File: src/source/train_ctrl_pkg.sv
//**************************************************
// training sequencer state and sweep source encodings
//**************************************************
package train_ctrl_pkg;

    // phase order of one training run
    typedef enum logic [4:0] {
        idle,
        hold_reset,
        load,
        load_done,
        // two warm-up sweeps on stored samples
        warm1_start,
        warm1_sweep,
        warm_turn,
        warm2_start,
        warm2_sweep,
        warm_gap,
        warm_settle,
        // refinement sweeps on fed-back samples
        epoch_reset,
        epoch_start,
        epoch_sweep,
        epoch_gap,
        epoch_settle,
        // wind down, then rest
        drain_gap,
        drain_settle,
        done
    } train_state_e;

    // datapath input mux source
    typedef enum logic {
        src_stored   = 1'b0,
        src_feedback = 1'b1
    } sweep_src_e;

endpackage

File: src/source/train_cfg_pkg.sv
//**************************************************
// training controller sizing defaults and the
// sample address and cycle count types
//**************************************************
package train_cfg_pkg;

    // samples in the sample memory, one sweep visits each once
    localparam int DEF_SAMPLE_COUNT = 2048;

    // extra cycles each address is held
    localparam int DEF_PACE = 100;

    // terminal count of the settle delay between sweeps
    localparam int DEF_SETTLE = 2000;

    // terminal count of the initial parameter load
    localparam int DEF_LOAD = 4;

    // refinement sweeps on fed-back samples
    localparam int DEF_EPOCHS = 1;

    localparam int ADDR_W  = 32;
    localparam int CYCLE_W = 64;

    // sample memory address
    typedef logic [ADDR_W-1:0] addr_t;

    // running count of training cycles
    typedef logic [CYCLE_W-1:0] cycle_t;

endpackage
File: src/source/nn_train_ctrl.sv
`timescale 1ns/1ps
//**************************************************
// training-run controller top, phase FSM with its
// address generator and delay counters
//**************************************************
module nn_train_ctrl
    import train_cfg_pkg::*;
    import train_ctrl_pkg::*;
#(
    parameter int SAMPLE_COUNT = DEF_SAMPLE_COUNT,
    parameter int PACE         = DEF_PACE,
    parameter int SETTLE       = DEF_SETTLE,
    parameter int LOAD         = DEF_LOAD,
    parameter int EPOCHS       = DEF_EPOCHS
) (
    input  logic       clk,
    input  logic       reset,
    input  logic       enable,
    output logic       reset_local,
    output logic       block_reset_on_mux,
    output logic       en_forward,
    output logic       en_backward,
    output logic       load_initial_parameters,
    output sweep_src_e input_select,
    output addr_t      address,
    output cycle_t     train_cycles
);
    // sequencer requests
    logic en_address;
    logic en_settle;
    logic en_epoch;
    // flags back from the counters
    logic sweep_last;
    logic load_done;
    logic settle_done;
    logic last_epoch;

    training_sequencer u_training_sequencer (
        .clk                     (clk),
        .reset                   (reset),
        .enable                  (enable),
        .sweep_last              (sweep_last),
        .load_done               (load_done),
        .settle_done             (settle_done),
        .last_epoch              (last_epoch),
        .reset_local             (reset_local),
        .block_reset_on_mux      (block_reset_on_mux),
        .en_forward              (en_forward),
        .en_backward             (en_backward),
        .load_initial_parameters (load_initial_parameters),
        .en_address              (en_address),
        .en_settle               (en_settle),
        .en_epoch                (en_epoch),
        .input_select            (input_select)
    );

    sample_addr_gen #(
        .SAMPLE_COUNT (SAMPLE_COUNT),
        .PACE         (PACE)
    ) u_sample_addr_gen (
        .clk        (clk),
        .reset      (reset),
        .enable     (enable),
        .en_address (en_address),
        .en_settle  (en_settle),
        .address    (address),
        .sweep_last (sweep_last)
    );

    training_counters #(
        .SETTLE (SETTLE),
        .LOAD   (LOAD),
        .EPOCHS (EPOCHS)
    ) u_training_counters (
        .clk                     (clk),
        .reset                   (reset),
        .enable                  (enable),
        .load_initial_parameters (load_initial_parameters),
        .en_settle               (en_settle),
        .en_epoch                (en_epoch),
        .en_forward              (en_forward),
        .load_done               (load_done),
        .settle_done             (settle_done),
        .last_epoch              (last_epoch),
        .train_cycles            (train_cycles)
    );

endmodule

File: src/source/training_sequencer.sv
`timescale 1ns/1ps
//**************************************************
// training phase FSM, steps through load, warm-up,
// refinement and drain and decodes the control levels
//**************************************************
module training_sequencer
    import train_ctrl_pkg::*;
(
    input  logic       clk,
    input  logic       reset,
    input  logic       enable,
    input  logic       sweep_last,
    input  logic       load_done,
    input  logic       settle_done,
    input  logic       last_epoch,
    output logic       reset_local,
    output logic       block_reset_on_mux,
    output logic       en_forward,
    output logic       en_backward,
    output logic       load_initial_parameters,
    output logic       en_address,
    output logic       en_settle,
    output logic       en_epoch,
    output sweep_src_e input_select
);
    train_state_e state_q;
    train_state_e state_d;

    // state register, frozen while enable is low
    always_ff @(posedge clk or posedge reset) begin
        if (reset)
            state_q <= idle;
        else if (enable)
            state_q <= state_d;
    end

    // phase order
    // load_done the port shadows load_done the state, so the state is scoped
    always_comb begin
        state_d = state_q;
        case (state_q)
            idle:         state_d = hold_reset;
            hold_reset:   state_d = load;
            load: begin
                if (load_done)
                    state_d = train_ctrl_pkg::load_done;
            end
            train_ctrl_pkg::load_done:
                state_d = warm1_start;
            warm1_start:  state_d = warm1_sweep;
            warm1_sweep: begin
                if (sweep_last)
                    state_d = warm_turn;
            end
            warm_turn:    state_d = warm2_start;
            warm2_start:  state_d = warm2_sweep;
            warm2_sweep: begin
                if (sweep_last)
                    state_d = warm_gap;
            end
            warm_gap:     state_d = warm_settle;
            warm_settle: begin
                if (settle_done)
                    state_d = epoch_reset;
            end
            epoch_reset:  state_d = epoch_start;
            epoch_start:  state_d = epoch_sweep;
            epoch_sweep: begin
                if (sweep_last)
                    state_d = epoch_gap;
            end
            epoch_gap:    state_d = epoch_settle;
            epoch_settle: begin
                // another refinement sweep unless the last one just ran
                if (settle_done)
                    state_d = last_epoch ? drain_gap : epoch_reset;
            end
            drain_gap:    state_d = drain_settle;
            drain_settle: begin
                if (settle_done)
                    state_d = done;
            end
            done:         state_d = done;
            default:      state_d = idle;
        endcase
    end

    // control levels per state
    always_comb begin
        reset_local             = 1'b1;
        block_reset_on_mux      = 1'b1;
        en_forward              = 1'b0;
        en_backward             = 1'b0;
        load_initial_parameters = 1'b0;
        en_address              = 1'b0;
        en_settle               = 1'b0;
        en_epoch                = 1'b0;
        input_select            = src_stored;
        case (state_q)
            idle: begin
                // everything quiet until the first enabled cycle
                reset_local        = 1'b0;
                block_reset_on_mux = 1'b0;
            end
            load:
                load_initial_parameters = 1'b1;
            warm1_start, warm1_sweep, warm2_start, warm2_sweep: begin
                en_forward  = 1'b1;
                en_backward = 1'b1;
                en_address  = 1'b1;
            end
            warm_turn: begin
                // address back to 0 for the second warm-up sweep
                en_forward  = 1'b1;
                en_backward = 1'b1;
            end
            warm_gap, warm_settle: begin
                en_forward  = 1'b1;
                en_backward = 1'b1;
                en_settle   = 1'b1;
            end
            epoch_reset: begin
                // one cycle of local reset before each refinement sweep
                reset_local  = 1'b0;
                en_forward   = 1'b1;
                en_backward  = 1'b1;
                en_epoch     = 1'b1;
                input_select = src_feedback;
            end
            epoch_start, epoch_sweep: begin
                en_forward   = 1'b1;
                en_backward  = 1'b1;
                en_address   = 1'b1;
                input_select = src_feedback;
            end
            epoch_gap, epoch_settle: begin
                en_forward   = 1'b1;
                en_backward  = 1'b1;
                en_settle    = 1'b1;
                input_select = src_feedback;
            end
            drain_gap, drain_settle: begin
                block_reset_on_mux = 1'b0;
                en_settle          = 1'b1;
                input_select       = src_feedback;
            end
            done: begin
                block_reset_on_mux = 1'b0;
                input_select       = src_feedback;
            end
            default: begin
                // hold_reset and load_done only keep the datapath in reset
            end
        endcase
    end

    // parameter load never overlaps a sweep on the sample memory
    a_load_vs_sweep: assert property (@(posedge clk) disable iff (reset)
        !(en_address && load_initial_parameters))
        else $error("sample sweep during parameter load");

endmodule

File: src/source/training_counters.sv
`timescale 1ns/1ps
//**************************************************
// load, settle and epoch delay counters plus the
// running count of training cycles
//**************************************************
module training_counters
    import train_cfg_pkg::*;
#(
    parameter int SETTLE = DEF_SETTLE,
    parameter int LOAD   = DEF_LOAD,
    parameter int EPOCHS = DEF_EPOCHS
) (
    input  logic   clk,
    input  logic   reset,
    input  logic   enable,
    input  logic   load_initial_parameters,
    input  logic   en_settle,
    input  logic   en_epoch,
    input  logic   en_forward,
    output logic   load_done,
    output logic   settle_done,
    output logic   last_epoch,
    output cycle_t train_cycles
);
    localparam int LOAD_W   = $clog2(LOAD + 2);
    localparam int SETTLE_W = $clog2(SETTLE + 2);
    localparam int EPOCH_W  = $clog2(EPOCHS + 2);

    logic [LOAD_W-1:0]   load_cnt;
    logic [SETTLE_W-1:0] settle_cnt;
    logic [EPOCH_W-1:0]  epoch_cnt;

    // terminal counts, only meaningful while the phase is active
    assign load_done   = load_initial_parameters && (load_cnt == LOAD_W'(LOAD));
    assign settle_done = en_settle && (settle_cnt == SETTLE_W'(SETTLE));
    assign last_epoch  = (epoch_cnt == EPOCH_W'(EPOCHS));

    // load window, wraps to 0 on its terminal count
    always_ff @(posedge clk or posedge reset) begin
        if (reset)
            load_cnt <= '0;
        else if (enable) begin
            if (!load_initial_parameters || load_done)
                load_cnt <= '0;
            else
                load_cnt <= load_cnt + 1'b1;
        end
    end

    // settle window, wrap matters when one window follows another directly
    always_ff @(posedge clk or posedge reset) begin
        if (reset)
            settle_cnt <= '0;
        else if (enable) begin
            if (!en_settle || settle_done)
                settle_cnt <= '0;
            else
                settle_cnt <= settle_cnt + 1'b1;
        end
    end

    // refinement sweeps started, saturates at EPOCHS
    always_ff @(posedge clk or posedge reset) begin
        if (reset)
            epoch_cnt <= '0;
        else if (enable && en_epoch && !last_epoch)
            epoch_cnt <= epoch_cnt + 1'b1;
    end

    // cycles with the forward path running
    always_ff @(posedge clk or posedge reset) begin
        if (reset)
            train_cycles <= '0;
        else if (enable && en_forward)
            train_cycles <= train_cycles + 1'b1;
    end

    a_settle_bound: assert property (@(posedge clk) disable iff (reset)
        settle_cnt <= SETTLE_W'(SETTLE))
        else $error("settle count %0d past terminal count", settle_cnt);

endmodule

File: src/source/sample_addr_gen.sv
`timescale 1ns/1ps
//**************************************************
// paced sample address generator, holds each address
// PACE+1 cycles and flags the last sample of a sweep
//**************************************************
module sample_addr_gen
    import train_cfg_pkg::*;
#(
    parameter int SAMPLE_COUNT = DEF_SAMPLE_COUNT,
    parameter int PACE         = DEF_PACE
) (
    input  logic  clk,
    input  logic  reset,
    input  logic  enable,
    input  logic  en_address,
    input  logic  en_settle,
    output addr_t address,
    output logic  sweep_last
);
    localparam int    PACE_W    = $clog2(PACE + 2);
    localparam addr_t LAST_ADDR = addr_t'(SAMPLE_COUNT - 1);

    logic [PACE_W-1:0] pace_cnt;
    logic              pace_wrap;
    addr_t             addr_q;

    // last cycle of the current address
    assign pace_wrap  = (pace_cnt == PACE_W'(PACE));
    // the sweep ends on the edge after this
    assign sweep_last = en_address && (addr_q == LAST_ADDR);

    always_ff @(posedge clk or posedge reset) begin
        if (reset) begin
            pace_cnt <= '0;
            addr_q   <= '0;
        end else if (enable) begin
            if (!en_address) begin
                // outside a sweep, next sweep starts at sample 0
                pace_cnt <= '0;
                addr_q   <= '0;
            end else if (pace_wrap) begin
                pace_cnt <= '0;
                // stop at the last sample
                if (!sweep_last) begin
                    addr_q <= addr_q + 1'b1;
                end
            end else begin
                pace_cnt <= pace_cnt + 1'b1;
            end
        end
    end

    // last sample parked during settle, sample 0 otherwise
    always_comb begin
        if (en_address)
            address = addr_q;
        else if (en_settle)
            address = LAST_ADDR;
        else
            address = '0;
    end

    a_addr_in_range: assert property (@(posedge clk) disable iff (reset)
        address <= LAST_ADDR)
        else $error("sample address %0d past last sample", address);

endmodule

File: config.mk
export PLATFORM = sky130hd
export DESIGN_NAME = nn_train_ctrl
export DESIGN_NICKNAME = d
export VERILOG_FILES = /design/src/source/train_ctrl_pkg.sv /design/src/source/train_cfg_pkg.sv /design/src/source/nn_train_ctrl.sv /design/src/source/training_sequencer.sv /design/src/source/training_counters.sv /design/src/source/sample_addr_gen.sv
export SDC_FILE = /design/constraint.sdc
export NUM_CORES = 1
export LEC_CHECK = 0
export BUFFER_PORTS_ARGS = -buffer_cell sky130_fd_sc_hd__buf_2
export CORE_AREA = 2 2 141 143
export CTS_BUF_LIST = sky130_fd_sc_hd__clkbuf_4 sky130_fd_sc_hd__clkbuf_8
export CTS_CLUSTER_SIZE = 14
export DETAILED_ROUTE_END_ITERATION = 7
export DIE_AREA = 0 0 143 145
export PLACE_DENSITY = 0.56
export SETUP_SLACK_MARGIN = 0.02
export SYNTH_ARGS = -nofsm -noshare
export SYNTH_HDL_FRONTEND = slang
export SYNTH_SLANG_ARGS = --single-unit
export TNS_END_PERCENT = 100
File: constraint.sdc
create_clock -name clk -period 7.25 [get_ports clk]
set_input_delay 1.0875 -clock clk [delete_from_list [all_inputs] [get_ports clk]]
set_output_delay 1.0875 -clock clk [all_outputs]
set_load 0.005 [all_outputs]
# After elaboration in Yosys (flattened, before gate mapping)
# Index checks and enable logic that the tools add are counted.
op_classes:
  n_addsub: 6
  n_eq_ne: 32
  n_mux: 26
  n_reduce_logical: 20
ops:
  columns: ["cell", "n"]
  rows:
  - ["32-bit 2-to-1 mux", 4]
  - ["5-bit one-hot mux with 19 select lines", 1]
  - ["64-bit by 1-bit adder with 64-bit output, second input constant", 1]
  - ["5-bit by 4-bit == test with 1-bit output, second input constant", 8]
  - ["5-bit 2-to-1 mux", 8]
  - ["32-bit by 1-bit adder with 32-bit output, second input constant", 1]
  - ["32-bit by 11-bit == test with 1-bit output, second input constant", 1]
  - ["11-bit 2-to-1 mux", 2]
  - ["5-bit by 3-bit == test with 1-bit output, second input constant", 4]
  - ["5-bit == test, second input constant", 3]
  - ["7-bit 2-to-1 mux", 2]
  - ["12-bit OR reduction", 1]
  - ["6-bit OR reduction", 2]
  - ["11-bit by 1-bit adder with 11-bit output, second input constant", 1]
  - ["11-bit == test, second input constant", 1]
  - ["5-bit by 2-bit == test with 1-bit output, second input constant", 2]
  - ["2-bit != test, second input constant", 5]
  - ["1-bit 2-to-1 mux", 8]
  - ["2-bit by 1-bit != test with 1-bit output, second input constant", 4]
  - ["8-bit AND reduction", 1]
  - ["8-bit OR reduction", 1]
  - ["7-bit by 1-bit adder with 7-bit output, second input constant", 1]
  - ["7-bit == test, second input constant", 1]
  - ["1-bit logical AND", 6]
  - ["12 further kinds", 15]
totals:
  reg_bits: 124
  wordCells: 91

# Depth between registers and ports, before layout
depth:
  ltp_word: 7
  ltp_mapped: 10
  mapped_depth_nobuf: 8

# By module
# A second synthesis with hierarchy kept.
unflattened:
  hier_cells: 755
  area_unflattened_um2: 7183.1
modules_own_cells:
  columns: ["mod", "n_inst", "cells_per_inst", "area_each_um2", "seq_area_each_um2"]
  rows:
  - ["training_counters", 1, 368, 3965.1, 2001.9]
  - ["sample_addr_gen", 1, 318, 2705.1, 975.9]
  - ["training_sequencer", 1, 69, 513.0, 125.1]

# Least setup slack after synthesis
# OpenSTA, ideal clock, no wires.
synth_path:
  kind: "input-to-reg"
  from: "in enable"
  to: "reg u_training_counters.train_cycles[46]"
  setup_time_ns: 0.124
  t_arrival_ns: 2.572
  required_time_ns: 7.126
  slack_ns: 4.553
  stages: 8
  path_cell_list: "buf_2 -> clkinv_1 -> nor4_2 -> and2_0 -> buf_2 -> and3_1 -> nand4_1 -> xnor2_1"
synth_via:
  elab_chain_len: 1
synth_lines:
  columns: ["element", "line_no", "source"]
  rows:
  - ["start, declared", "nn_train_ctrl.sv:18", "input logic enable,"]
  - ["1-bit logical AND", "training_counters.sv:74", "else if (enable && en_forward)"]
  - ["end signal, assigned", "training_counters.sv:75", "train_cycles <= train_cycles + 1'b1;"]
  - ["end, declared", "training_counters.sv:23", "output cycle_t train_cycles"]
# No other way between the ends.
# A chain may end at the register's enable or synchronous reset.

# Worst setup path after layout
layout_path:
  from: "reg u_training_sequencer.state_q[2]"
  to: "out address[15]"
layout_via:
  elab_chain_len: 4
  elab_cells_between_ends: 9
layout_lines:
  columns: ["element", "line_no", "source"]
  rows:
  - ["start, declared", "training_sequencer.sv:26", "train_state_e state_q;"]
  - ["start signal, assigned", "training_sequencer.sv:32", "state_q <= idle;"]
  - ["start signal, assigned", "training_sequencer.sv:34", "state_q <= state_d;"]
  - ["5-bit by 3-bit == test with 1-bit output / 5-bit by 4-bit == test with 1-bit output (equally long branches)", "training_sequencer.sv:99", "case (state_q)"]
  - ["6-bit OR reduction (no source line) (*)", null, null]
  - ["1-bit 2-to-1 mux (*)", "training_sequencer.sv:99", null]
  - ["32-bit 2-to-1 mux (*)", "sample_addr_gen.sv:55", "if (en_address)"]
  - ["end, declared", "nn_train_ctrl.sv:25", "output addr_t address,"]
# Mark *: on every way between the ends. The rest lies on a longest branch, timed or not.

==> run summary <==
Crit end category -> output pin
Post_cts resized -> 0
H-tree levels -> 4
Mean post-synth cell area -> 9.58 um^2
WP data arrival -> 2630 ps
Remaining Overflow, GRT -> 0
Initial core utilization -> 34.4%
Fillers -> 1891
Pin count of the biggest net entering global routing -> 84
Core footprint -> 19200 um^2
Max-slew violations -> 0
Worst-Skew Late Latency -> 440 ps
Area growth from synthesis to layout -> 17.9%
VDD IR-drop max -> 0.000164 V
Crit path max fanout -> 27
Area of the multi-input gates -> 3300 um^2
Share of layout cells above drive strength 1 -> 19.8%
Fin util -> 40.6%
R2R Path End -> u_sample_addr_gen.addr_q[3]
Global-route wire length before repair -> 26000 um
Met2 WL -> 7000 um
Detailed-route via count -> 5345
Startpoint Class -> flop
Die area -> 20700 um^2
Detail Route Antenna Nets -> 0
Adder-cell share of the synthesized area -> 1.70%
Tightest Hold Check Type -> flop to flop
Synth Net Count -> 702
Cell Area, Synth -> 6610 um^2
# rows -> 51
Pwr dens -> 276 nW/um^2
Tcrit/Tclk final -> 51.3%
Leakage -> 3.60 nW
#FFs+latches synth -> 124
Worst EP required -> 6160 ps
HPWL after DPL -> 10700 um
RSZ-0062 raised after global routing -> false
Crit path top cell by count -> nand2_1
DR WL/cell -> 14.6 um
Synth cell types -> 58
Diode count -> 0
Crit path cell chain -> nand2_1, or3_4, nand2_1, and2_1, buf_2
Drt pass-1 iters -> 4
Critical Path End -> address[15]
Drt via density -> 5.03
Drt initial violations -> 336
CP startpoint -> u_training_sequencer.state_q[2]
Worst r2r src -> u_sample_addr_gen.addr_q[0]
Max clock buf depth -> 2
Die X -> 143 um
Top-count cell post-synth -> dfrtp_1
Mux share of post-synthesis cell area -> 0.984%
Worst-margin pin slew -> 1070 ps
Async set-reset flop share out of synthesis -> 100%
Post-synth EDFFs -> 0
Top cells by count, synth -> dfrtp_1 (124), nand2_1 (62), xnor2_1 (56)
Synth Area in Compound Gates -> 10.7%
Post-Synth XOR/XNOR Area -> 10.9%
Final setup vio count -> 0
Synth warn -> 0
Initial antenna violation count -> 0
DR DRC count -> 0
Port buffer count -> 104
Max Cap Viol -> 0
CTS root buf -> clkbuf_8
Top cells by area, synth -> dfrtp_1 (47%), xnor2_1 (7.4%), nand2_1 (3.5%)
Total Routed Length -> 15500 um
Slowest stage delay, CP -> 690 ps
Met3 Wirelength -> 595 um
Ys flop type -> dfrtp_1
Setup TNS Final -> 0 ps
Post-synthesis simple-gate area fraction -> 25.7%
Post-synthesis sequential area ratio -> 46.9%
Cells after Synth -> 690
Chip Height -> 145 um
Reg2Reg Depth -> 7
Fmax -> 269 MHz
Wl on met1 -> 7760 um
Clock Sinks -> 124
Worst reg2reg setup slack -> 4230 ps
CTS clock-pin slew for the worst setup and hold paths -> 80 ps
Top Layer Used -> met4
Hold-fix buffers, CTS -> 0
I/O Pins -> 105
Largest family of logic cells by synthesized area -> simple AND/OR/NAND/NOR gates
Gpl congestion -> 0.779
Setup Crit Path Kind -> flop to output pin
Period minus WS final -> 3720 ps
Post-CTS setup buffer count -> 0
Final-report hold violation count -> 0
Vias in the first global route -> 5124
Max stage delay cell, worst path -> dfrtp_1
Overall routing resource usage -> 15.5%
FF/Latch Area -> 3100 um^2
Cts bufs inserted -> 17
Area share of the largest cell type after synthesis -> 46.9%
Final #Nets -> 797
Status -> finished clean
Dominant cell type by area after synthesis -> dfrtp_1
CTS tree -> yes
Worst Skew -> 11.6 ps
Slew margin rel. -> 28.8%
==> placed cells by master, fill, tap and decap left out, types with 4 or more instances in the layout <==
cell / n
nor3_1: 17
o21ai_0: 36
nand4_1: 28
a31oi_1: 4
or4_1: 8
and2_1: 27
xor2_1: 26
o41ai_1: 4
xnor2_1: 56
o31ai_1: 14
a21oi_1: 16
dfrtp_1: 124
o21a_1: 14
nand2b_1: 6
and4_1: 8
and3_1: 24
clkbuf_8: 17
bufinv_16: 5
inv_1: 16
nand3_1: 39
or3_1: 5
nor4_1: 16
ha_1: 9
nor2_1: 54
buf_2: 104
nand2_1: 62
==> power breakdown <==
group / switching (mW) / internal (mW) / total, mW
sequential: 0.0923 / 0.743 / 0.835
clock: 0.297 / 0.414 / 0.711
combinational: 0.363 / 0.245 / 0.609
total: 0.752 / 1.40 / 2.15
==> worst min path at each step <==
| stage | startpoint | cells past startpoint | endpoint |
|---|---|---|---|
| floorplan | u_training_counters.epoch_cnt[0] | 1 | u_training_counters.epoch_cnt[0] |
| global placement | u_training_counters.train_cycles[63] | 1 | u_training_counters.train_cycles[63] |
| detailed placement | u_training_counters.train_cycles[63] | 1 | u_training_counters.train_cycles[63] |
| CTS | u_training_counters.train_cycles[63] | 1 | u_training_counters.train_cycles[63] |
| global route | u_training_counters.train_cycles[63] | 1 | u_training_counters.train_cycles[63] |
| finish | u_training_counters.epoch_cnt[0] | 1 | u_training_counters.epoch_cnt[0] |
==> worst max-delay path: cells and delay by family (launching register included) <==
kind,cells,cell delay [ps]
buffers and inverters,1,110
and+or+nand+nor,4,1380
DFF,1,690
==> stage by stage <==
stage	hold WS, ps	power, mW	area [um^2]	setup WS (ps)	instances
3_5_place_dp	466	1.46	7340	3400	1031
6_report	481	2.15	7800	3530	1063
5_1_grt	506	2.30	7800	3320	1063
3_3_place_gp	462	1.46	7340	3460	1031
4_1_cts	477	2.18	7800	3530	1063
2_1_floorplan	448	1.27	6610	2860	690
==> layer usage <==
metal / track usage, % / vias up
met3: 3.60 / 10
met2: 23.4 / 110
met1: 21.9 / 2580
met5: 0 / -
li1: - / 2645
met4: 5.25 / 0
==> state kept, by name, summed over array words and instances (netlist names) <==
name	flops
u_training_counters.settle_cnt	11
u_sample_addr_gen.pace_cnt	7
u_sample_addr_gen.addr_q	32
u_training_counters.load_cnt	3
u_training_counters.train_cycles	64
u_training_sequencer.state_q	5
u_training_counters.epoch_cnt	2
==> cell type report <==
cell class / instances / area share, %
clock buffer: 18 / 3.10
clock inverter: 14 / 2.79
inverter: 18 / 0.899
multi-input combinational: 518 / 42.3
sequential: 124 / 39.8
tap: 265 / 4.25
timing repair buffer: 106 / 6.87
==> kinds of logic (layout without fill, tap and decap cells) <==
| group | Yosys count | in the layout |
|---|---|---|
| adder cells (fa/ha/maj) | 9 | 9 |
| AO/OA/AOI/OAI | 105 | 105 |
| buffers and inverters | 48 | 156 |
| flip-flops | 124 | 124 |
| multiplexers | 6 | 6 |
| XOR/XNOR | 82 | 82 |
| AND/OR/NAND/NOR | 316 | 316 |
(Power assumes the default switching activity.)
